**config.mk**
```make
export PLATFORM = sky130hd
export DESIGN_NAME = block_ram_port
export DESIGN_NICKNAME = d
export VERILOG_FILES = /design/src/logic/blk_mem_pkg.sv /design/src/logic/block_ram_port.sv
export SDC_FILE = /design/constraint.sdc
export NUM_CORES = 1
export LEC_CHECK = 0
export BUFFER_PORTS_ARGS = -buffer_cell sky130_fd_sc_hd__buf_4
export CAP_MARGIN = 20
export CORE_AREA = 2 2 236 238
export CTS_BUF_LIST = sky130_fd_sc_hd__clkbuf_4
export CTS_CLUSTER_SIZE = 10
export DETAILED_ROUTE_END_ITERATION = 16
export DIE_AREA = 0 0 238 240
export PLACE_DENSITY_LB_ADDON = 0.2
export SETUP_SLACK_MARGIN = 0.2
export SYNTH_ARGS = -nofsm -noshare
export SYNTH_HDL_FRONTEND = slang
export SYNTH_SLANG_ARGS = --single-unit
```
**constraint.sdc**
```tcl
create_clock -name clk -period 7.8 [get_ports clk]
set_input_delay 0.39 -clock clk [delete_from_list [all_inputs] [get_ports clk]]
set_output_delay 0.39 -clock clk [all_outputs]
set_load 0.02 [all_outputs]
```
**src/logic/blk_mem_pkg.sv**
```systemverilog
package blk_mem_pkg;

    ////////////////////
    // Word and line geometry

    localparam int WORD_W     = 32;
    localparam int LINE_WORDS = 8;

    // Bits needed to pick one word out of a line
    localparam int WORD_IDX_W = $clog2(LINE_WORDS);

    typedef logic [WORD_W-1:0] word_t;

    // Word 0 sits in the low bits of the line
    typedef logic [LINE_WORDS-1:0][WORD_W-1:0] line_t;

    ////////////////////
    // Block operation code

    // Matches bit 0 of the command register
    typedef enum logic {
        OP_READ  = 1'b0,
        OP_WRITE = 1'b1
    } blk_op_t;

endpackage
```
**src/logic/block_ram_port.sv**
```systemverilog
`timescale 1ns/1ps

module block_ram_port
    import blk_mem_pkg::*;
#(
    parameter int BLK_ADDR_W = 11
) (
    input  logic                             clk,
    input  logic                             rst,
    input  logic                             start,
    input  blk_op_t                          op,
    input  logic [BLK_ADDR_W-1:0]            blk_addr,
    input  line_t                            wr_line,
    output logic                             busy,
    output logic                             done,
    output logic                             hit,
    output line_t                            rd_line,
    output logic                             ram_en,
    output logic                             ram_we,
    output logic [BLK_ADDR_W+WORD_IDX_W-1:0] ram_addr,
    output word_t                            ram_wdata,
    input  word_t                            ram_rdata
);

    localparam int CNT_W = WORD_IDX_W + 1;

    // Counts 0..7 while words go out, 8 is the extra read drain cycle
    logic [CNT_W-1:0]      count;
    blk_op_t               cur_op;
    logic [BLK_ADDR_W-1:0] cur_addr;

    // Last completed read
    logic [BLK_ADDR_W-1:0] last_addr;
    logic                  hit_valid;

    // Word returning from the RAM this cycle
    logic                  cap_vld;
    logic [WORD_IDX_W-1:0] cap_idx;

    logic is_hit;
    logic last_step;

    ////////////////////
    // RAM side

    assign ram_en    = busy && !count[WORD_IDX_W];
    assign ram_we    = ram_en && (cur_op == OP_WRITE);
    assign ram_addr  = {cur_addr, count[WORD_IDX_W-1:0]};
    assign ram_wdata = wr_line[count[WORD_IDX_W-1:0]];

    // A repeated read is served from the line buffer
    assign is_hit = (op == OP_READ) && hit_valid && (blk_addr == last_addr);

    // Writes end with word 7, reads wait one more cycle for its data
    assign last_step = (cur_op == OP_WRITE) ? (count == CNT_W'(LINE_WORDS - 1))
                                            : (count == CNT_W'(LINE_WORDS));

    ////////////////////
    // Control

    always_ff @(posedge clk) begin
        if (rst) begin
            busy      <= 1'b0;
            done      <= 1'b0;
            hit       <= 1'b0;
            count     <= '0;
            hit_valid <= 1'b0;
            cap_vld   <= 1'b0;
        end else begin
            done    <= 1'b0;
            hit     <= 1'b0;
            cap_vld <= ram_en && !ram_we;
            if (start && !busy) begin
                if (is_hit) begin
                    done <= 1'b1;
                    hit  <= 1'b1;
                end else begin
                    busy  <= 1'b1;
                    count <= '0;
                    // Any write makes the buffered line stale
                    if (op == OP_WRITE) begin
                        hit_valid <= 1'b0;
                    end
                end
            end else if (busy) begin
                count <= count + 1'b1;
                if (last_step) begin
                    busy <= 1'b0;
                    done <= 1'b1;
                    if (cur_op == OP_READ) begin
                        hit_valid <= 1'b1;
                    end
                end
            end
        end
    end

    ////////////////////
    // Operation and line data

    always_ff @(posedge clk) begin
        if (start && !busy && !is_hit) begin
            cur_op   <= op;
            cur_addr <= blk_addr;
        end
        if (busy && last_step && cur_op == OP_READ) begin
            last_addr <= cur_addr;
        end
        cap_idx <= count[WORD_IDX_W-1:0];
        if (cap_vld) begin
            rd_line[cap_idx] <= ram_rdata;
        end
    end

endmodule

```
-- Word level (Yosys, flattened, before mapping)
Cells that the tools add are included.
- add/subtract/negate cells: 1
- magnitude comparators: 3
- multipliers: 0
- shift operators: 0
- muxes and demuxes: 23
- divide/modulo/power cells: 0
- bitwise logic cells: 3
- eq/ne operators: 6
- reductions and logical operators: 19
- operators by type and width (operator ; count):
    $bwmux 256 ; 1
    $bmux 32 s3 ; 1
    $demux 32 s3 ; 1
    $mux 32 ; 2
    $mux 1 ; 15
    $mux 4 ; 3
    $eq 11x11->1 ; 1
    $logic_and 1x1->1 ; 10
    $lt 3x4->1 const B ; 2
    $reduce_and 5->1 ; 1
    $add 4x1->4 const B ; 1
    $eq 4x3->1 const B ; 1
    $eq 4x4->1 const B ; 1
    $logic_not 1->1 ; 4
    $ne 2x2->1 const B ; 2
    $reduce_bool 2->1 ; 2
    $ge 3x1->1 const B ; 1
    $not 1->1 ; 3
    $ne 2x1->1 const B ; 1
    $reduce_and 2->1 ; 1
    $reduce_or 2->1 ; 1
- ROM bits: 0
- latch bits: 0
- memories kept: 0
- output and inout port bits: 307
- logic and storage cells: 73
- bits in writable memories: 0
- register bits after elaboration: 291

-- Depth between registers and ports, before layout
Gate-level depths: netlist (run 1).
- word-level depth: 5
- gate-level depth with buffers: 7
- gate-level depth less buffers: 4

-- Least setup slack after synthesis (run 1)
No wires, ideal clock.
- kind: reg2reg
- start: register cap_idx[0] (netlist name)
- end: register rd_line[0] (netlist name), enable pin
- path buffers: 0
- arrival: 2.676 ns
- setup slack: 4.663 ns
- cell stages (with the launch flop): 3
- library setup time: 0.461 ns
- required time: 7.339 ns
- cell sequence: dfxtp_1 > nand2b_1 > nor3_1
- RTL lines (what ; line ; source):
    end signal, assigned by index ; block_ram_port.sv:111 ; rd_line[cap_idx] <= ram_rdata;
    end, declared ; block_ram_port.sv:17 ; output line_t rd_line,

-- Final worst setup path (run 1)
- start: register count[0]
- end: output ram_wdata[20]
- word-level cells in the longest chain between the ends: 2
- ends and longest elaborated chain (what ; line ; source):
    start, declared ; block_ram_port.sv:28 ; logic [CNT_W-1:0] count;
    start signal, assigned ; block_ram_port.sv:86 ; count <= count + 1'b1;
    $bmux 32 s3 ; block_ram_port.sv:49 ; assign ram_wdata = wr_line[count[WORD_IDX_W-1:0]];
    $mux 32 (implied by the code) ; block_ram_port.sv:49 ;
    end, declared ; block_ram_port.sv:21 ; output word_t ram_wdata,
Every way passes these cells. The select of a mux whose other input is x is not followed.

==> reports/qor.yml, run 1 <==
worst_setup_path:
  rrSetupSlack_ps: 5720
  cp_num_buf_inv: 2
  crit_slowest_cell: "buf_4"
  cp_top_family: "multiplexers"
  cp_num_cells: 4
  worstReg2RegEnd: "cur_addr[3]"
  crit_chain: "buf_4 -> mux4_2 -> mux2_4 -> buf_4"
  worstPathArrival_ps: 3250
  r2r-start: "last_addr[10]"
  cp-start-kind: "flop"
  r2r_cells: 4
  end_kind: "output pin"
  slowest_delay_ps: 720
  cpMostUsedCell: "buf_4"
  cp_max_fo: 44
  required_ps: 7410
  criticalPathCategory: "flop to output pin"
detailed_routing:
  wire_per_inst_um: 23.6
  num_vias: 8038
  vias_per_cell: 4.09
  firstDrtPassIters: 6
  wl_um: 46400
  antenna_left: 0
  drt_iter0_drc: 318
  drc: 0
yosys:
  synth_area_leaders: "edfxtp_1 (75%), mux4_2 (13%), mux2_4 (2.7%)"
  synthFlopType: "edfxtp_1"
  syn_inst: 481
  synth_cell_types: 29
  yosys_warnings: 0
  yosysSeqAreaShare_pct: 77.6
  synth_top_area_cell: "edfxtp_1"
  synthArstFlopShare_pct: 0
  yosysTopAreaCellShare_pct: 75.5
  synth_seq_cells: 291
  synth_area_mm2: 0.0111
  synth_fp_nets: 785
  synth_edf_count: 279
  avgSynthCellArea_um2: 23.1
power:
  power_frac_clock_pct: 37.3
  p_per_area_mw_per_mm2: 191
  p_int_uw: 2660
  cellLeakagePower_uw: 0.00703
  ir_drop_v: 0.0000927
  power_frac_seq_pct: 50.8
  switching_share_pct: 22.7
  p_switching_uw: 779
  combPwrFrac_pct: 11.8
floorplanning:
  die_y_um: 240
  ios: 610
  start_util_pct: 20.3
  die_x_um: 238
  rows: 86
  die_area_mm2: 0.0571
  core_mm2: 0.0547
hold_path:
  min_to: "cur_addr[9]"
  holdPathStages: 2
  min_from: "blk_addr[9]"
  hold_path_class: "input port to flop"
cells_and_area:
  final_cell_mix: "buf_4 (619), edfxtp_1 (279), clkbuf_4 (106)"
  fin_nets: 1506
  postLayoutCoreUtil_pct: 32.9
  stdcell_area_mm2: 0.0180
  final_common_cell: "buf_4"
  fillers: 5469
  area_delta_synth_final_pct: 61.9
  final_cell_count_no_fill: 1967
  drive_above_1_share_pct: 67.4
clocking:
  insertion_delay_ps: 750
  post-cts-setup-buffers: 0
  cts_tree: "built"
  cts_buffers: 77
  cts_root_buf: "clkbuf_4"
  cts_resized: 0
  clock_path_buffers: 3
  htree_levels: 3
  cts_sinks: 291
  clk_pin_slew_worst_paths_ps: 70
timing:
  fin_crit_sh_pct: 46.7
  max-slew-margin-rel_pct: 32.3
  finalSetupViolCount: 0
  maxClockFrequency_ghz: 0.274
  setup_ws_ps: 4160
  rsz0062_at_grt: "no"
  period_needed_ps: 3640
  hold_viol: 0
  maxSlewViolCount: 0
  worst_pin_slew_ps: 1020
  clock_skew_ps: 38.9
  tns_ps: 0
placement:
  dpl.hpwl_um: 34900
  place_area_mm2: 0.0165
  place.gp.congestion: 0.851
  place_inst: 1779
  portBuffers: 609
  place_ws_ps: 4840
global_route:
  grtUsageTotal_pct: 15.6
  grt_pass1_vias: 8564
  grt_pass1_wl_um: 61700
  grt_start_max_net_pins: 72
  grt_overflow_total: 0
  antenna_found_initial: 19
outcome:
  outcome: "completed"
job:
  maxCapViolations: 0
==> worst reg2reg max path, delay by kind of cell (launching register included) <==
| kind | cells | cell delay [ps] |
|---|---|---|
| xor gates and xnor gates | 1 | 190 |
| and+or+nand+nor | 3 | 1140 |
| DFF | 1 | 370 |
==> sequential cells by signal, summed over array words and instances, names as in the netlist <==
register and count:
last_addr 11, cap_idx 3, count 4, cap_vld 1, done 1, hit 1
hit_valid 1, cur_addr 11, rd_line 256, busy 1, cur_op 1
==> what timing repair did <==
action / 4_1_cts / 5_1_grt
endpoints found under the hold margin: 276 / 0
endpoints found under the setup margin: 0 / 0
hold buffers: 47 / 0
==> logic make-up after synthesis <==
logic type	after synthesis	synth area share, %
XOR/XNOR	13	1.03
AND/OR/NAND/NOR	40	1.86
flip-flops	291	77.6
adder cells (fa/ha/maj)	1	0.113
AO/OA/AOI/OAI	10	0.733
multiplexers	96	16.9
buffers and inverters	30	1.72
==> worst max-delay path by stage <==
| stage | from | to | slack (ps) |
|---|---|---|---|
| after floorplan | cap_idx[0] | rd_line[0] | 4660 |
| after global placement | count[0] | ram_wdata[20] | 4850 |
| after detailed placement | count[0] | ram_wdata[20] | 4840 |
| after CTS | count[0] | ram_wdata[20] | 3930 |
| after global routing | count[0] | ram_wdata[20] | 3850 |
| final | count[0] | ram_wdata[20] | 4160 |
==> final cells by class <==
class / count / area, um2 / area share [%]
flip-flops and latches: 291 / 8630 / 48.0
repair buffers: 667 / 5130 / 28.5
multi-input cells: 160 / 2350 / 13.1
well taps: 704 / 881 / 4.90
clock buffers: 106 / 796 / 4.43
clock inverters: 18 / 138 / 0.766
diodes: 16 / 40.0 / 0.223
inverters: 5 / 18.8 / 0.104
==> Yosys cell counts (2+ instances only) <==
cell,n
nor3_1,4
a31oi_1,2
nor2_1,9
nand2_1,5
mux2_2,12
dfxtp_1,12
o41ai_1,2
xor2_1,13
edfxtp_1,279
buf_2,9
nand2b_1,5
nand3_1,3
inv_1,5
mux2_4,20
buf_12,3
clkbuf_1,9
a211oi_1,2
nor4_1,10
buf_4,3
mux4_2,64
nand4_1,2
==> per-layer routing <==
metal,wire (um),track usage (%)
met1,15600,15.2
met2,23500,26.9
met3,4850,6.95
met4,2420,10.1
met5,0,0
==> per-stage QoR <==
stage | total power, uW | hold slack [ps]
after global routing | 3600 | 280
after global placement | 2170 | 435
after CTS | 3500 | 242
after floorplan | 1950 | 347
after detailed placement | 2170 | 435
final | 3440 | 378
==> power groups by stage <==
| stage | clock network (uW) | registers, uW | logic [uW] |
|---|---|---|---|
| floorplan | 0 | 1780 | 172 |
| global placement | 0 | 1780 | 389 |
| detailed placement | 0 | 1780 | 390 |
| CTS | 1340 | 1750 | 412 |
| global route | 1420 | 1750 | 430 |
| finish | 1280 | 1750 | 407 |
No activity file was read; power rests on OpenSTA's default activity.
==> run 2: changes to the inputs <==
ABC_AREA = 1   (was not set)
CORE_AREA = 2 2 238 240   (was 2 2 236 238)
DIE_AREA = 0 0 240 242   (was 0 0 238 240)
clock period = 3.1 ns   (was 7.8 ns; I/O delays follow)
==> run 2 against run 1 <==
Non-clock buffer count increased by 10. First-iteration DRC count increased by 28%. Synthesized area increased by 2.3%. Critical path depth rose by 1. Critical endpoint is now ram_wdata[21]. Largest cell class unchanged.
==> reports/qor.yml, run 2 <==
floorplanning:
  die_y_um: 242
  die_area_mm2: 0.0581
  core_mm2: 0.0557
  ios: 610
  rows: 87
  die_x_um: 240
  start_util_pct: 20.4
power:
  p_per_area_mw_per_mm2: 479
  cellLeakagePower_uw: 0.00749
  ir_drop_v: 0.000205
cells_and_area:
  largest_register_ffs: 256
  final_cell_count_no_fill: 2409
  final_common_cell: "buf_4"
  fin_nets: 1902
  top_register: "rd_line"
  top_regs: "rd_line: 256 flops, cur_addr: 11 flops, last_addr: 11 flops"
  multi_input_area_mm2: 0.00239
  fillers: 5763
  area_delta_synth_final_pct: 62.2
  final_cell_mix: "buf_4 (618), edfxtp_1 (279), nor2_1 (234)"
  regArea_mm2: 0.00862
  drive_above_1_share_pct: 46.3
yosys:
  syn_inst: 896
  synth_fp_nets: 1200
  yosysTopAreaCellShare_pct: 73.7
  ys_top_cells_by_count: "edfxtp_1 (279), nor2_1 (242), o21ai_0 (122), nand2_1 (48), inv_1 (36)"
  synth_edf_count: 279
  synth_top_area_cell: "edfxtp_1"
  post-synth-top-count-cell: "edfxtp_1"
  yosysSeqAreaShare_pct: 75.9
  synth_seq_cells: 291
  synthFlopType: "edfxtp_1"
  avgSynthCellArea_um2: 12.7
  synth_area_mm2: 0.0114
  synth_cell_types: 27
  synthArstFlopShare_pct: 0
  yosys_warnings: 0
  synth_area_leaders: "edfxtp_1 (74%), nor2_1 (8.0%), o21ai_0 (5.4%)"
worst_setup_path:
  cpMostUsedCell: "buf_4"
  end_kind: "output pin"
  crit_start: "count[2]"
  r2r_cells: 8
  crit_chain: "inv_2 -> buf_4 -> nor2_1 -> a31oi_1 -> buf_4"
  rrSetupSlack_ps: 930
  required_ps: 2940
  criticalPathCategory: "flop to output pin"
  cp_max_fo: 35
  crit_slowest_cell: "a31oi_1"
  cp-start-kind: "flop"
  r2r-start: "count[0]"
  worstPathArrival_ps: 2500
  worstReg2RegEnd: "hit_valid"
  slowest_delay_ps: 440
  crit_end: "ram_wdata[21]"
global_route:
  grt_use_met1_pct: 17.3
  grt_overflow_total: 0
  grtUsageTotal_pct: 16.7
  grt_start_max_net_pins: 68
  antenna_found_initial: 8
  grt_util_met2_pct: 30.4
  busiest_layer: "met2"
  grt_pass1_vias: 10500
  grt_use_met3_pct: 5.67
  grt_pass1_wl_um: 70000
timing:
  hold_ws_ps: 161
  rsz0062_at_grt: "yes"
  setup_ws_ps: 442
  tns_ps: 0
  finalSetupViolCount: 0
  period_needed_ps: 2660
  hold_viol: 0
  max-slew-margin-rel_pct: 52.2
  maxSlewViolCount: 0
  clock_skew_ps: 46.8
  maxClockFrequency_ghz: 0.376
  worst_pin_slew_ps: 716
  fin_crit_sh_pct: 85.7
detailed_routing:
  drc: 0
  vias_per_cell: 4.13
  drt_iter0_drc: 407
  wire_per_inst_um: 20.8
  firstDrtPassIters: 4
  num_vias: 9957
  antenna_left: 0
  wl_um: 50200
placement:
  place_ws_ps: 866
  dpl.hpwl_um: 37000
  place_inst: 2227
  portBuffers: 609
  place.gp.congestion: 0.995
clocking:
  cts_tree: "built"
  insertion_delay_ps: 750
  cts_root_buf: "clkbuf_4"
  clock_path_buffers: 3
  clk_pin_slew_worst_paths_ps: 60
  cts_buffers: 76
  cts_sinks: 291
  htree_levels: 3
job:
  maxCapViolations: 0
outcome:
  outcome: "completed"
hold_path:
  hold_path_class: "input port to flop"
==> run 2: cell count changes after synthesis, moves of 20 or more <==
cell     previous run  this run
nor2_1              9       242
inv_1               5        36
a31oi_1             2        32
o22ai_1             0        32
mux4_2             64         0
o21ai_0             0       122
nand2_1             5        48
mux2_4             20         0
==> run 2: per-layer routing <==
| layer | vias to the layer above | part of all wire, % |
|---|---|---|
| li1 | 4672 | - |
| met1 | 4760 | 36 |
| met2 | 472 | 53 |
| met3 | 53 | 8.2 |
| met4 | 0 | 3.3 |
| met5 | - | 0 |
==> run 2: report_power, final <==
| group | internal (uW) | switching (uW) |
|---|---|---|
| combinational | 530 | 603 |
| clock | 1840 | 1500 |
| sequential | 4340 | 17.5 |
==> run 2: logic make-up (layout without fill, tap and decap cells) <==
group	Yosys count	after routing	share of synthesized area [%]
buf+inv	91	838	3.74
fa+ha+maj	1	1	0.110
xor+xnor	1	1	0.0771
compound gates	205	205	9.81
simple gates	307	307	10.4
other cells	0	10	0
flops	291	291	75.9
==> run 2: worst min path at each step <==
stage	startpoint	end	slack [ps]	depth (start not counted)
after global placement	op	cur_op	350	1
after global routing	blk_addr[1]	cur_addr[1]	40	2
final	blk_addr[5]	cur_addr[5]	160	2
after detailed placement	blk_addr[8]	cur_addr[8]	350	1
after floorplan	rst	busy	220	1
after CTS	blk_addr[1]	cur_addr[1]	8	2
==> run 2: per-stage QoR <==
step	util [%]	instance area, um2	power, uW
6_report	33.1	18400	8830
5_1_grt	33.0	18400	9270
4_1_cts	33.0	18400	9020
3_5_place_dp	30.3	16900	5510
3_3_place_gp	30.3	16900	5510
2_1_floorplan	-	11400	4880
==> run 2: critical path, delay by kind of cell (launching register included) <==
family,cells,cell delay (ps)
buffers and inverters,3,840
AND/OR/NAND/NOR,1,90
flip-flops,1,380
AO/OA/AOI/OAI,1,440
==> run 2: what timing repair did <==
action                                  CTS  global route
hold endpoints to repair                277             0
hold buffers                             48             0
gates resized for setup                   8             4
setup buffers                             0             0
endpoints found under the setup margin   27             7
cloned                                    1             0
==> run 2: area by class of cell <==
| type | count | area share (%) |
|---|---|---|
| clock buffer | 108 | 4.40 |
| clock inverter | 15 | 0.801 |
| inverter | 38 | 0.815 |
| sequential | 291 | 46.8 |
| timing repair buffer | 677 | 28.9 |
| multi-input combinational | 514 | 13.0 |
| tap | 756 | 5.13 |
| antenna | 10 | 0.136 |
