**src/logic/axil_pkg.sv**
```systemverilog
package axil_pkg;

    localparam int AXI_ADDR_W = 8;

    typedef enum logic [1:0] {
        RESP_OKAY   = 2'b00,
        RESP_SLVERR = 2'b10
    } resp_t;

    ////////////////////
    // Control block register map

    // Staging line, one word per offset
    localparam logic [AXI_ADDR_W-1:0] REG_LINE0  = 8'h00;
    localparam logic [AXI_ADDR_W-1:0] REG_LINE1  = 8'h04;
    localparam logic [AXI_ADDR_W-1:0] REG_LINE2  = 8'h08;
    localparam logic [AXI_ADDR_W-1:0] REG_LINE3  = 8'h0C;
    localparam logic [AXI_ADDR_W-1:0] REG_LINE4  = 8'h10;
    localparam logic [AXI_ADDR_W-1:0] REG_LINE5  = 8'h14;
    localparam logic [AXI_ADDR_W-1:0] REG_LINE6  = 8'h18;
    localparam logic [AXI_ADDR_W-1:0] REG_LINE7  = 8'h1C;
    localparam logic [AXI_ADDR_W-1:0] REG_ADDR   = 8'h20;
    localparam logic [AXI_ADDR_W-1:0] REG_CMD    = 8'h24;
    localparam logic [AXI_ADDR_W-1:0] REG_STATUS = 8'h28;

endpackage

```
**src/logic/blk_mem_pkg.sv**
```systemverilog
package blk_mem_pkg;

    ////////////////////
    // Word and line geometry

    localparam int WORD_W     = 32;
    localparam int LINE_WORDS = 8;

    // Bits needed to pick one word out of a line
    localparam int WORD_IDX_W = $clog2(LINE_WORDS);

    typedef logic [WORD_W-1:0] word_t;

    // Word 0 sits in the low bits of the line
    typedef logic [LINE_WORDS-1:0][WORD_W-1:0] line_t;

    ////////////////////
    // Block operation code

    // Matches bit 0 of the command register
    typedef enum logic {
        OP_READ  = 1'b0,
        OP_WRITE = 1'b1
    } blk_op_t;

endpackage
```
**src/logic/axil_block_regs.sv**
```systemverilog
`timescale 1ns/1ps

module axil_block_regs
    import blk_mem_pkg::*;
    import axil_pkg::*;
#(
    parameter int BLK_ADDR_W = 11
) (
    input  logic                  clk,
    input  logic                  rst,

    // AXI4-Lite write side
    input  logic                  awvalid,
    output logic                  awready,
    input  logic [AXI_ADDR_W-1:0] awaddr,
    input  logic                  wvalid,
    output logic                  wready,
    input  word_t                 wdata,
    input  logic [3:0]            wstrb,
    output logic                  bvalid,
    input  logic                  bready,
    output resp_t                 bresp,

    // AXI4-Lite read side
    input  logic                  arvalid,
    output logic                  arready,
    input  logic [AXI_ADDR_W-1:0] araddr,
    output logic                  rvalid,
    input  logic                  rready,
    output word_t                 rdata,
    output resp_t                 rresp,

    // Block port
    output logic                  start,
    output blk_op_t               op,
    output logic [BLK_ADDR_W-1:0] blk_addr,
    output line_t                 wr_line,
    input  logic                  busy,
    input  logic                  done,
    input  logic                  hit,
    input  line_t                 rd_line
);

    logic aw_hs;
    logic ar_hs;

    logic w_is_line;
    logic w_is_addr;
    logic w_is_cmd;
    logic w_ok;

    word_t r_word;
    logic  r_ok;

    // Set by an accepted command, cleared by its done
    logic op_pend;
    logic hit_last;

    ////////////////////
    // Handshakes

    assign aw_hs   = awvalid && wvalid && !bvalid;
    assign awready = aw_hs;
    assign wready  = aw_hs;

    assign ar_hs   = arvalid && !rvalid;
    assign arready = ar_hs;

    ////////////////////
    // Write decode

    // Line offsets differ only in the bits set in REG_LINE7
    assign w_is_line = (awaddr & ~REG_LINE7) == REG_LINE0;
    assign w_is_addr = awaddr == REG_ADDR;
    assign w_is_cmd  = (awaddr == REG_CMD) && !(op_pend || busy);
    assign w_ok      = (wstrb == 4'hF) && (w_is_line || w_is_addr || w_is_cmd);

    // Read mux
    always_comb begin
        r_word = '0;
        r_ok   = 1'b1;
        if ((araddr & ~REG_LINE7) == REG_LINE0) begin
            r_word = rd_line[araddr[2 +: WORD_IDX_W]];
        end else begin
            case (araddr)
                REG_ADDR:   r_word = WORD_W'(blk_addr);
                REG_CMD:    r_word = WORD_W'(op);
                REG_STATUS: r_word = {{(WORD_W-2){1'b0}}, hit_last, op_pend || busy};
                default:    r_ok = 1'b0;
            endcase
        end
    end

    ////////////////////
    // Control registers

    always_ff @(posedge clk) begin
        if (rst) begin
            bvalid   <= 1'b0;
            rvalid   <= 1'b0;
            start    <= 1'b0;
            op       <= OP_READ;
            blk_addr <= '0;
            op_pend  <= 1'b0;
            hit_last <= 1'b0;
        end else begin
            start <= 1'b0;

            if (done) begin
                op_pend  <= 1'b0;
                hit_last <= hit;
            end

            if (bvalid && bready) begin
                bvalid <= 1'b0;
            end
            if (aw_hs) begin
                bvalid <= 1'b1;
                if (w_ok && w_is_addr) begin
                    blk_addr <= wdata[BLK_ADDR_W-1:0];
                end
                // Start goes out the cycle after the command is accepted
                if (w_ok && w_is_cmd) begin
                    start   <= 1'b1;
                    op      <= blk_op_t'(wdata[0]);
                    op_pend <= 1'b1;
                end
            end

            if (rvalid && rready) begin
                rvalid <= 1'b0;
            end
            if (ar_hs) begin
                rvalid <= 1'b1;
            end
        end
    end

    // Staging line and response payload
    always_ff @(posedge clk) begin
        if (aw_hs) begin
            bresp <= w_ok ? RESP_OKAY : RESP_SLVERR;
            if (w_ok && w_is_line) begin
                wr_line[awaddr[2 +: WORD_IDX_W]] <= wdata;
            end
        end
        if (ar_hs) begin
            rdata <= r_word;
            rresp <= r_ok ? RESP_OKAY : RESP_SLVERR;
        end
    end

endmodule

```
**config.mk**
```make
export PLATFORM = sky130hd
export DESIGN_NAME = axil_block_regs
export DESIGN_NICKNAME = d
export VERILOG_FILES = /design/src/logic/axil_pkg.sv /design/src/logic/blk_mem_pkg.sv /design/src/logic/axil_block_regs.sv
export SDC_FILE = /design/constraint.sdc
export NUM_CORES = 1
export LEC_CHECK = 0
export BUFFER_PORTS_ARGS = -buffer_cell sky130_fd_sc_hd__buf_2
export CELL_PAD_IN_SITES_DETAIL_PLACEMENT = 0
export CELL_PAD_IN_SITES_GLOBAL_PLACEMENT = 1
export CORE_AREA = 8 8 239 241
export CTS_CLUSTER_SIZE = 28
export DETAILED_ROUTE_END_ITERATION = 7
export DIE_AREA = 0 0 247 249
export PLACE_DENSITY = 0.54
export SLEW_MARGIN = 20
export SYNTH_ARGS = -nofsm -noshare
export SYNTH_HDL_FRONTEND = slang
export SYNTH_SLANG_ARGS = --single-unit
```
**constraint.sdc**
```tcl
create_clock -name clk -period 3.7 [get_ports clk]
set_input_delay 0 -clock clk [delete_from_list [all_inputs] [get_ports clk]]
set_output_delay 0 -clock clk [all_outputs]
set_load 0.03 [all_outputs]
```
; After elaboration in Yosys (flattened, before gate mapping)
; Cells that the tools add are included.
[word_totals]
reg_bits = 309
in_bits = 318
output_inout_bits = 310
wordCells = 73
[op_classes]
n_lt_le_gt_ge = 3
eq_ne = 6
n_mux = 19
bitwise_logic = 1
reduce_logical = 26
[op_table]
columns = operator, count
row1 = bitwise mux 256 bit, 1
row2 = binary-select mux 32 bit (select 3 bit), 1
row3 = demux 32 bit (select 3 bit), 1
row4 = two-way mux 32 bit, 3
row5 = equality test 8 x 6 -> 1 bit (second input constant), 5
row6 = case mux 11 bit (3 select lines), 1
row7 = zero test 8 bit, 2
row8 = logical AND 1 bit, 11
row9 = two-way mux 1 bit, 10
row10 = less-than comparator 3 x 4 -> 1 bit (second input constant), 2
row11 = AND reduction 2 bit, 3
row12 = equality test 4 bit (second input constant), 1
row13 = two-way mux 2 bit, 2
row14 = nonzero test 2 bit, 2
row15 = >= comparator 3 x 1 -> 1 bit (second input constant), 1
row16 = zero test 1 bit, 3
row17 = logical OR 1 bit, 3
row18 = OR reduction 3 bit, 1
row19 = OR reduction 2 bit, 1
row20 = inverter 1 bit, 1

; Depth between registers and ports, before layout
; Gate-level depths: netlist (run 1).
[logic_depth]
depth_word = 8
ltp_mapped = 7
mapped_depth_nobuf = 4

; Least setup slack after synthesis (run 1)
; Ideal clock, no wire load.
[synth_path]
kind = reg-to-reg
start = reg bvalid
end = reg wr_line[32] (netlist bit) (enable)
setup_time_ps = 461
t_arrival_ps = 3411
required_ps = 3239
slack_ps = -172
stages_incl_launch_ff = 5
period_less_slack_ps = 3872
cell_sequence = dfxtp_1 nand3b_1 nor4_1 nand2_1 nor3_1
[synth_between]
elab_chain_cells = 3
[synth_rtl]
columns = element, line
row1 = start: declaration, axil_block_regs.sv:20  ; output logic bvalid,
row2 = start signal: assignment, axil_block_regs.sv:99  ; bvalid <= 1'b0;
row3 = start signal: assignment, axil_block_regs.sv:115  ; bvalid <= 1'b0;
row4 = start signal: assignment, axil_block_regs.sv:118  ; bvalid <= 1'b1;
row5 = zero test 1 bit, axil_block_regs.sv:62  ; assign aw_hs = awvalid && wvalid && !bvalid;
row6 = logical AND 1 bit, axil_block_regs.sv:62
row7 = AND reduction 2 bit (no line), n/a
row8 = end signal: indexed assignment, axil_block_regs.sv:144  ; wr_line[awaddr[2 +: WORD_IDX_W]] <= wdata;
row9 = end: declaration, axil_block_regs.sv:37  ; output line_t wr_line,
; Every way passes these cells.
; A chain may end at the register's enable or synchronous reset.

; Final worst setup path (run 1)
[layout_path]
start = in awaddr[7]
end = reg blk_addr[2]
[layout_between]
elab_chain_cells = 6
word_cells_on_any_way = 9
classes_between = 2 x eq/ne / 7 x reduce/logical
[layout_rtl]
columns = element, line
row1 = start: declaration, axil_block_regs.sv:15  ; input logic [AXI_ADDR_W-1:0] awaddr,
row2 = equality test 8 x 6 -> 1 bit (tied with other cells), axil_block_regs.sv:74  ; assign w_is_addr = awaddr == REG_ADDR;
row3 = logical OR 1 bit or logical AND 1 bit (tied branches), "axil_block_regs.sv:76, axil_block_regs.sv:75"
row4 = logical OR 1 bit, axil_block_regs.sv:76  ; assign w_ok = (wstrb == 4'hF) && (w_is_line || w_is_addr || w_is_cmd);
row5 = logical AND 1 bit, axil_block_regs.sv:76
row6 = logical AND 1 bit (*), axil_block_regs.sv:119  ; if (w_ok && w_is_addr) begin
row7 = AND reduction 2 bit (no line) (*), n/a
row8 = end signal: assignment, axil_block_regs.sv:120  ; blk_addr <= wdata[BLK_ADDR_W-1:0];
row9 = end: declaration, axil_block_regs.sv:36  ; output logic [BLK_ADDR_W-1:0] blk_addr,
; Every way passes the cells marked *; elsewhere a longest branch is shown, timed or not.

==> results.ini, run 1 <==
[cells_and_area]
final_nets = 1641
layout_commonest_cell = buf_2
fin_area_um2 = 17700
fin_util_pct = 33.3
syn_to_final_growth_pct = 51.4
layout_common_cells = buf_2 (623), edfxtp_1 (290), dlygate4sd3_1 (88), mux4_2 (56), clkbuf_16 (35)
fill_cells = 5296
multi_input_area_um2 = 2570
regArea_um2 = 9050
fin_cells = 2047
drive_above_1_share_pct = 56.8

[detailed_routing]
drcViolationCount = 0
dr_wl_met2_mm = 23.1
totalWireLength_mm = 47.2
wl_met3_mm = 5.25
drtPass1Iterations = 4
wl_met1_mm = 18.1
postRouteAntennaNets = 0
drt-initial-drc-count = 476
wl_per_cell_um = 23.1
top_layer_used = met5
vias_per_cell = 4.21
vias = 8614

[placement]
post-dp-hpwl_mm = 37.8
gp_congestion = 0.802
dp_cells = 1892
placed_area_um2 = 15700
numPortBuffers = 625
dp_slack_ps = 1020

[global_routing]
antenna_found_initial = 4
grt_pass1_wl_mm = 65.8
globalRouteTotalUtil_pct = 14.4
overflow = 0
grt_max_degree = 74
grt_pass1_vias = 9269

[timing]
hold_viol = 0
fmax_mhz = 339
finalSetupTns_ps = 0
drv_slew = 0
worst_slew_pin_slew_ps = 1030
finalSetupViolations = 0
finalCritPeriodShare_pct = 79.8
period_needed_ps = 2950
layout_setup_ws_ps = 746
fin_skew_ps = 11.4
rsz0062_at_grt = no
whs_ps = 40.5
slew_headroom_pct = 30.8

[clocking]
cts_resized = 0
clk_pin_slew_ps = 50
postCtsHoldBufs = 87
cts_tree = built
cts_made_buffers = 35
clk_latency_ps = 520
cts.sink_count = 307
postCtsSetupBuffers = 0
clk_path_buf_depth = 3
htreeDepth = 2
cts-root-buf = clkbuf_16

[yosys]
synth_cell_type_count = 38
yosysSeqAreaShare_pct = 77.3
synth-seq-cells = 307
netlist_area_um2 = 11700
avgSynthCellArea_um2 = 19.7
yosysWarnings = 0
synthCells = 593

[floorplanning]
ioPinCount = 628
rows = 85
die_w_um = 247
die_h_um = 249
core_area_um2 = 53300
initial_core_util_pct = 22.0
dieArea_um2 = 61500

[worst_setup_path]
path_class = in -> reg
crit_path_max_fanout = 12
cp.required_ps = 4160
cp-start-kind = input port
arrival_ps = 3420
critPathCaptureType = flop

[pwr]
power_density_nw_per_um2 = 437
p_leak_nw = 7.04
peakVddDrop_mv = 0.312
power_mw = 7.75

[status]
outcome = finished, final reports clean

[min_path]
hold_class = in -> reg

[run]
maxCapViolCount = 0

synthesized netlist by cell type:
| library cell | number | area share, % |
|---|---|---|
| edfxtp_1 | 290 | 74 |
| mux4_2 | 56 | 11 |
| nor2_1 | 38 | 1.2 |
| mux2i_1 | 26 | 2.2 |
| nor2b_1 | 18 | 0.96 |
| dfxtp_1 | 17 | 2.9 |
| a21oi_1 | 14 | 0.60 |
| nand2_1 | 14 | 0.45 |
| buf_2 | 13 | 0.56 |
| o21ai_1 | 13 | 0.56 |
| nand3_1 | 11 | 0.47 |
| clkbuf_1 | 10 | 0.32 |
| a211oi_1 | 9 | 0.58 |
| buf_1 | 8 | 0.26 |
| nand2b_1 | 7 | 0.37 |
| a2111oi_0 | 5 | 0.37 |
| o41ai_1 | 5 | 0.37 |
| buf_4 | 4 | 0.26 |
| mux2_2 | 4 | 0.38 |
| or4_4 | 4 | 0.38 |
| inv_1 | 3 | 0.096 |
| o22ai_1 | 3 | 0.16 |
| nand4_1 | 2 | 0.11 |
| nor3_1 | 2 | 0.085 |
| nor4_2 | 2 | 0.21 |
| o31ai_1 | 2 | 0.13 |
| or2_1 | 2 | 0.11 |
| a21o_1 | 1 | 0.064 |
| a21oi_2 | 1 | 0.075 |
| a31oi_1 | 1 | 0.053 |
| conb_1 | 1 | 0.032 |
| nand3b_1 | 1 | 0.064 |
| nor4_1 | 1 | 0.053 |
| o21ai_0 | 1 | 0.043 |
| o32ai_1 | 1 | 0.075 |
| o41ai_2 | 1 | 0.14 |
| or2_2 | 1 | 0.053 |
| or3b_2 | 1 | 0.075 |
power breakdown:
part | leakage [nW] | switching, mW | internal, mW
clock | 0.537 | 1.37 | 1.89
sequential | 2.77 | 0.00859 | 3.82
combinational | 3.73 | 0.313 | 0.346
flip-flops by register name, summed over array words and instances (netlist names):
name,count
hit_last,1
wr_line,256
start,1
blk_addr,11
rresp,1
bresp,1
op_pend,1
bvalid,1
op,1
rdata,32
rvalid,1
critical path, stage by stage:
cell and delay [ps]:
dlygate4sd3_1 540, buf_2 120, or4_4 430, dlygate4sd3_1 590, nor4_2 850, nand3_1 160, a21oi_1 170, dlygate4sd3_1 560
layer usage:
metal | vias to the layer above | track usage (%)
li1 | 3860 | -
met1 | 4217 | 16.9
met2 | 483 | 24.8
met3 | 52 | 5.55
met4 | 2 | 3.20
met5 | - | 0
layout make-up:
| type | count | share of cell area [%] |
|---|---|---|
| Clock buffer | 40 | 5.04 |
| Sequential cell | 307 | 51.0 |
| Antenna cell | 2 | 0.0282 |
| Multi-Input combinational cell | 249 | 14.5 |
| Tap cell | 696 | 4.91 |
| Inverter | 3 | 0.0635 |
| Clock inverter | 23 | 1.09 |
| Timing Repair Buffer | 727 | 23.4 |
worst paths after layout:
| check | start | endpoint | slack (ps) | cells past startpoint |
|---|---|---|---|---|
| setup / recovery | awaddr[7] | blk_addr[2]$_SDFFE_PP0P_ | 750 | 8 |
| hold / removal | rd_line[40] | rdata[8]$_DFFE_PP_ | 40 | 4 |
| setup reg to reg | bvalid$_SDFFE_PP0P_ | wr_line[91]$_DFFE_PP_ | 1060 | 5 |
| hold reg to reg | blk_addr[1]$_SDFFE_PP0P_ | blk_addr[1]$_SDFFE_PP0P_ | 530 | 2 |
cells by family (layout without fill, tap and decap cells):
kind of cell	count (synthesis)	in the layout	synth area share (%)
AOI/OAI and AO/OA	57	57	3.22
buffers and inverters	38	793	1.49
DFF	307	307	77.3
muxes	86	86	13.4
other	1	4	0.0320
and+or+nand+nor	104	104	4.62
Note: power is estimated with default switching activity, not from simulation.
==> run 2, diff against run 1 <==
- clock period: 3.7 -> 2.6 ns (I/O delays scaled with it)
==> run 2 against run 1 <==
Non-clock buffer count is 16 higher. Critical path depth is 1 lower. Via count is 1.4% higher. Die area stayed put. Worst hold slack better by 2.6 ps. First-iteration DRC count is 4.6% higher. Sequential cell count stayed put. Largest cell class unchanged. Highest routed layer unchanged.
==> results.ini, run 2 (synthesis results as in run 1) <==
[floorplanning]
die_h_um = 249  ; unchanged
dieArea_um2 = 61500  ; unchanged
ioPinCount = 628  ; unchanged
die_w_um = 247  ; unchanged
initial_core_util_pct = 22.0  ; unchanged
core_area_um2 = 53300  ; unchanged
rows = 85  ; unchanged

[worst_setup_path]
cp-start-kind = input port
cp-endpoint = rdata[15]$_SDFFCE_PN0P_
r2r_end = wr_line[8]$_DFFE_PP_
cp.required_ps = 2860  ; -1300 ps
r2r_cells = 5  ; unchanged
crit_path_max_fanout = 63  ; +51
r2r_slack_ps = 290  ; -770 ps
worstSetupStartpoint = araddr[3]
path_class = in -> reg
arrival_ps = 2610  ; -810 ps
critPathCaptureType = flop
r2r_start = bvalid$_SDFFE_PP0P_

[clocking]
cts_made_buffers = 35  ; unchanged
clk_pin_slew_ps = 60  ; about the same
cts_tree = built
clk_latency_ps = 520  ; about the same
clk_path_buf_depth = 3  ; unchanged
cts.sink_count = 307  ; unchanged
htreeDepth = 2  ; unchanged
cts-root-buf = clkbuf_16

[placement]
post-dp-hpwl_mm = 37.7  ; -0.37%
dp_cells = 1902  ; +0.53%
numPortBuffers = 625  ; unchanged
gp_congestion = 0.824  ; +2.8%
dp_slack_ps = 209  ; -811 ps

[timing]
layout_setup_ws_ps = 250  ; -496 ps
drv_slew = 0  ; unchanged
worst_slew_pin_slew_ps = 797  ; -233 ps
rsz0062_at_grt = no
fin_skew_ps = 8.60  ; -2.76 ps
slew_headroom_pct = 46.9  ; +16 points
finalCritPeriodShare_pct = 90.4
finalSetupTns_ps = 0  ; unchanged
fmax_mhz = 425
finalSetupViolations = 0  ; unchanged
hold_viol = 0  ; unchanged
period_needed_ps = 2350

[cells_and_area]
fin_cells = 2064  ; +0.83%
largest_reg_flops = 256  ; unchanged
layout_commonest_cell = buf_2
syn_to_final_growth_pct = 54.0
final_nets = 1657  ; +0.98%
drive_above_1_share_pct = 57.2  ; +0.39 points
layout_common_cells = buf_2 (623), edfxtp_1 (290), dlygate4sd3_1 (95), mux4_2 (56), clkbuf_16 (36)

[detailed_routing]
vias_per_cell = 4.23  ; +0.55%
drt-initial-drc-count = 498  ; +4.6%
vias = 8733  ; +1.4%
postRouteAntennaNets = 0  ; unchanged
totalWireLength_mm = 47.5  ; +0.45%
wl_per_cell_um = 23.0  ; -0.38%
drtPass1Iterations = 5  ; +1
drcViolationCount = 0  ; unchanged

[global_routing]
globalRouteTotalUtil_pct = 14.6  ; +0.12 points
overflow = 0  ; unchanged
grt_pass1_vias = 9353  ; +0.91%
antenna_found_initial = 5  ; +1
grt_max_degree = 64  ; -14%
grt_pass1_wl_mm = 66.8  ; +1.4%

[min_path]
hold_class = in -> reg
hold_depth = 4  ; unchanged

[pwr]
p_leak_nw = 7.16  ; +1.8%
power_mw = 11.2  ; +45%
peakVddDrop_mv = 0.359  ; +15%
power_density_nw_per_um2 = 623  ; +42%

[status]
outcome = finished, final reports clean

[run]
maxCapViolCount = 0  ; unchanged

run 2: changes by cell type in the layout (fill, tap and decap cells not counted), moves of 3 or more:
cell,delta
clkinv_2,-3
clkinvlp_4,+3
clkbuf_8,+3
buf_12,+7
dlygate4sd3_1,+7
clkinv_1,-6
run 2: layout make-up:
type,instances,area (um2)
Tap cell,696,871
Fill cell,5276,35300
Sequential cell,307,9050
Inverter,3,11.3
Clock buffer,46,968
Clock inverter,18,174
Timing Repair Buffer,743,4370
Antenna cell,2,5.00
Multi-Input combinational cell,249,2580
run 2: power breakdown:
group | total, mW | switching (mW) | internal [mW]
combinational | 0.967 | 0.463 | 0.504
sequential | 5.45 | 0.0106 | 5.44
clock | 4.81 | 1.95 | 2.86
run 2: worst min-delay path by stage:
stage | startpoint | slack (ps) | to
floorplan | wdata[0] | 100 | wr_line[0]$_DFFE_PP_
global placement | rready | 190 | rvalid$_SDFFE_PP0P_
detailed placement | rready | 200 | rvalid$_SDFFE_PP0P_
CTS | rd_line[137] | 0.9 | rdata[9]$_DFFE_PP_
global route | rd_line[249] | 20 | rdata[25]$_SDFFCE_PN0P_
finish | rd_line[54] | 40 | rdata[22]$_SDFFCE_PN0P_
run 2: per-layer routing:
metal | up-vias | global-route usage [%] | part of all wire, %
li1 | 3892 | - | -
met5 | - | 0 | 0.021
met4 | 2 | 2.84 | 1.5
met3 | 51 | 4.79 | 10
met1 | 4291 | 17.5 | 39
met2 | 497 | 25.2 | 50
run 2: what timing repair did:
item,CTS,global route
endpoints found under the hold margin,297,0
hold buffers,96,0
resized for setup,0,2
buffers inserted,0,1
setup endpoints to repair,0,2
run 2: stage by stage:
step / area, um2 / util [%] / hold slack (ps)
final: 18000 / 33.8 / 43.1
after global routing: 18000 / 33.8 / 21.2
after CTS: 18000 / 33.8 / 0.928
after detailed placement: 15900 / 29.9 / 196
after global placement: 15900 / 29.9 / 192
after floorplan: 11700 / - / 98.9
run 2: worst max-delay path, stage by stage:
cell and delay, ps:
buf_4 570, buf_4 330, mux4_2 310, dlygate4sd3_1 570, mux2i_1 140, dlygate4sd3_1 570, nor2_1 40
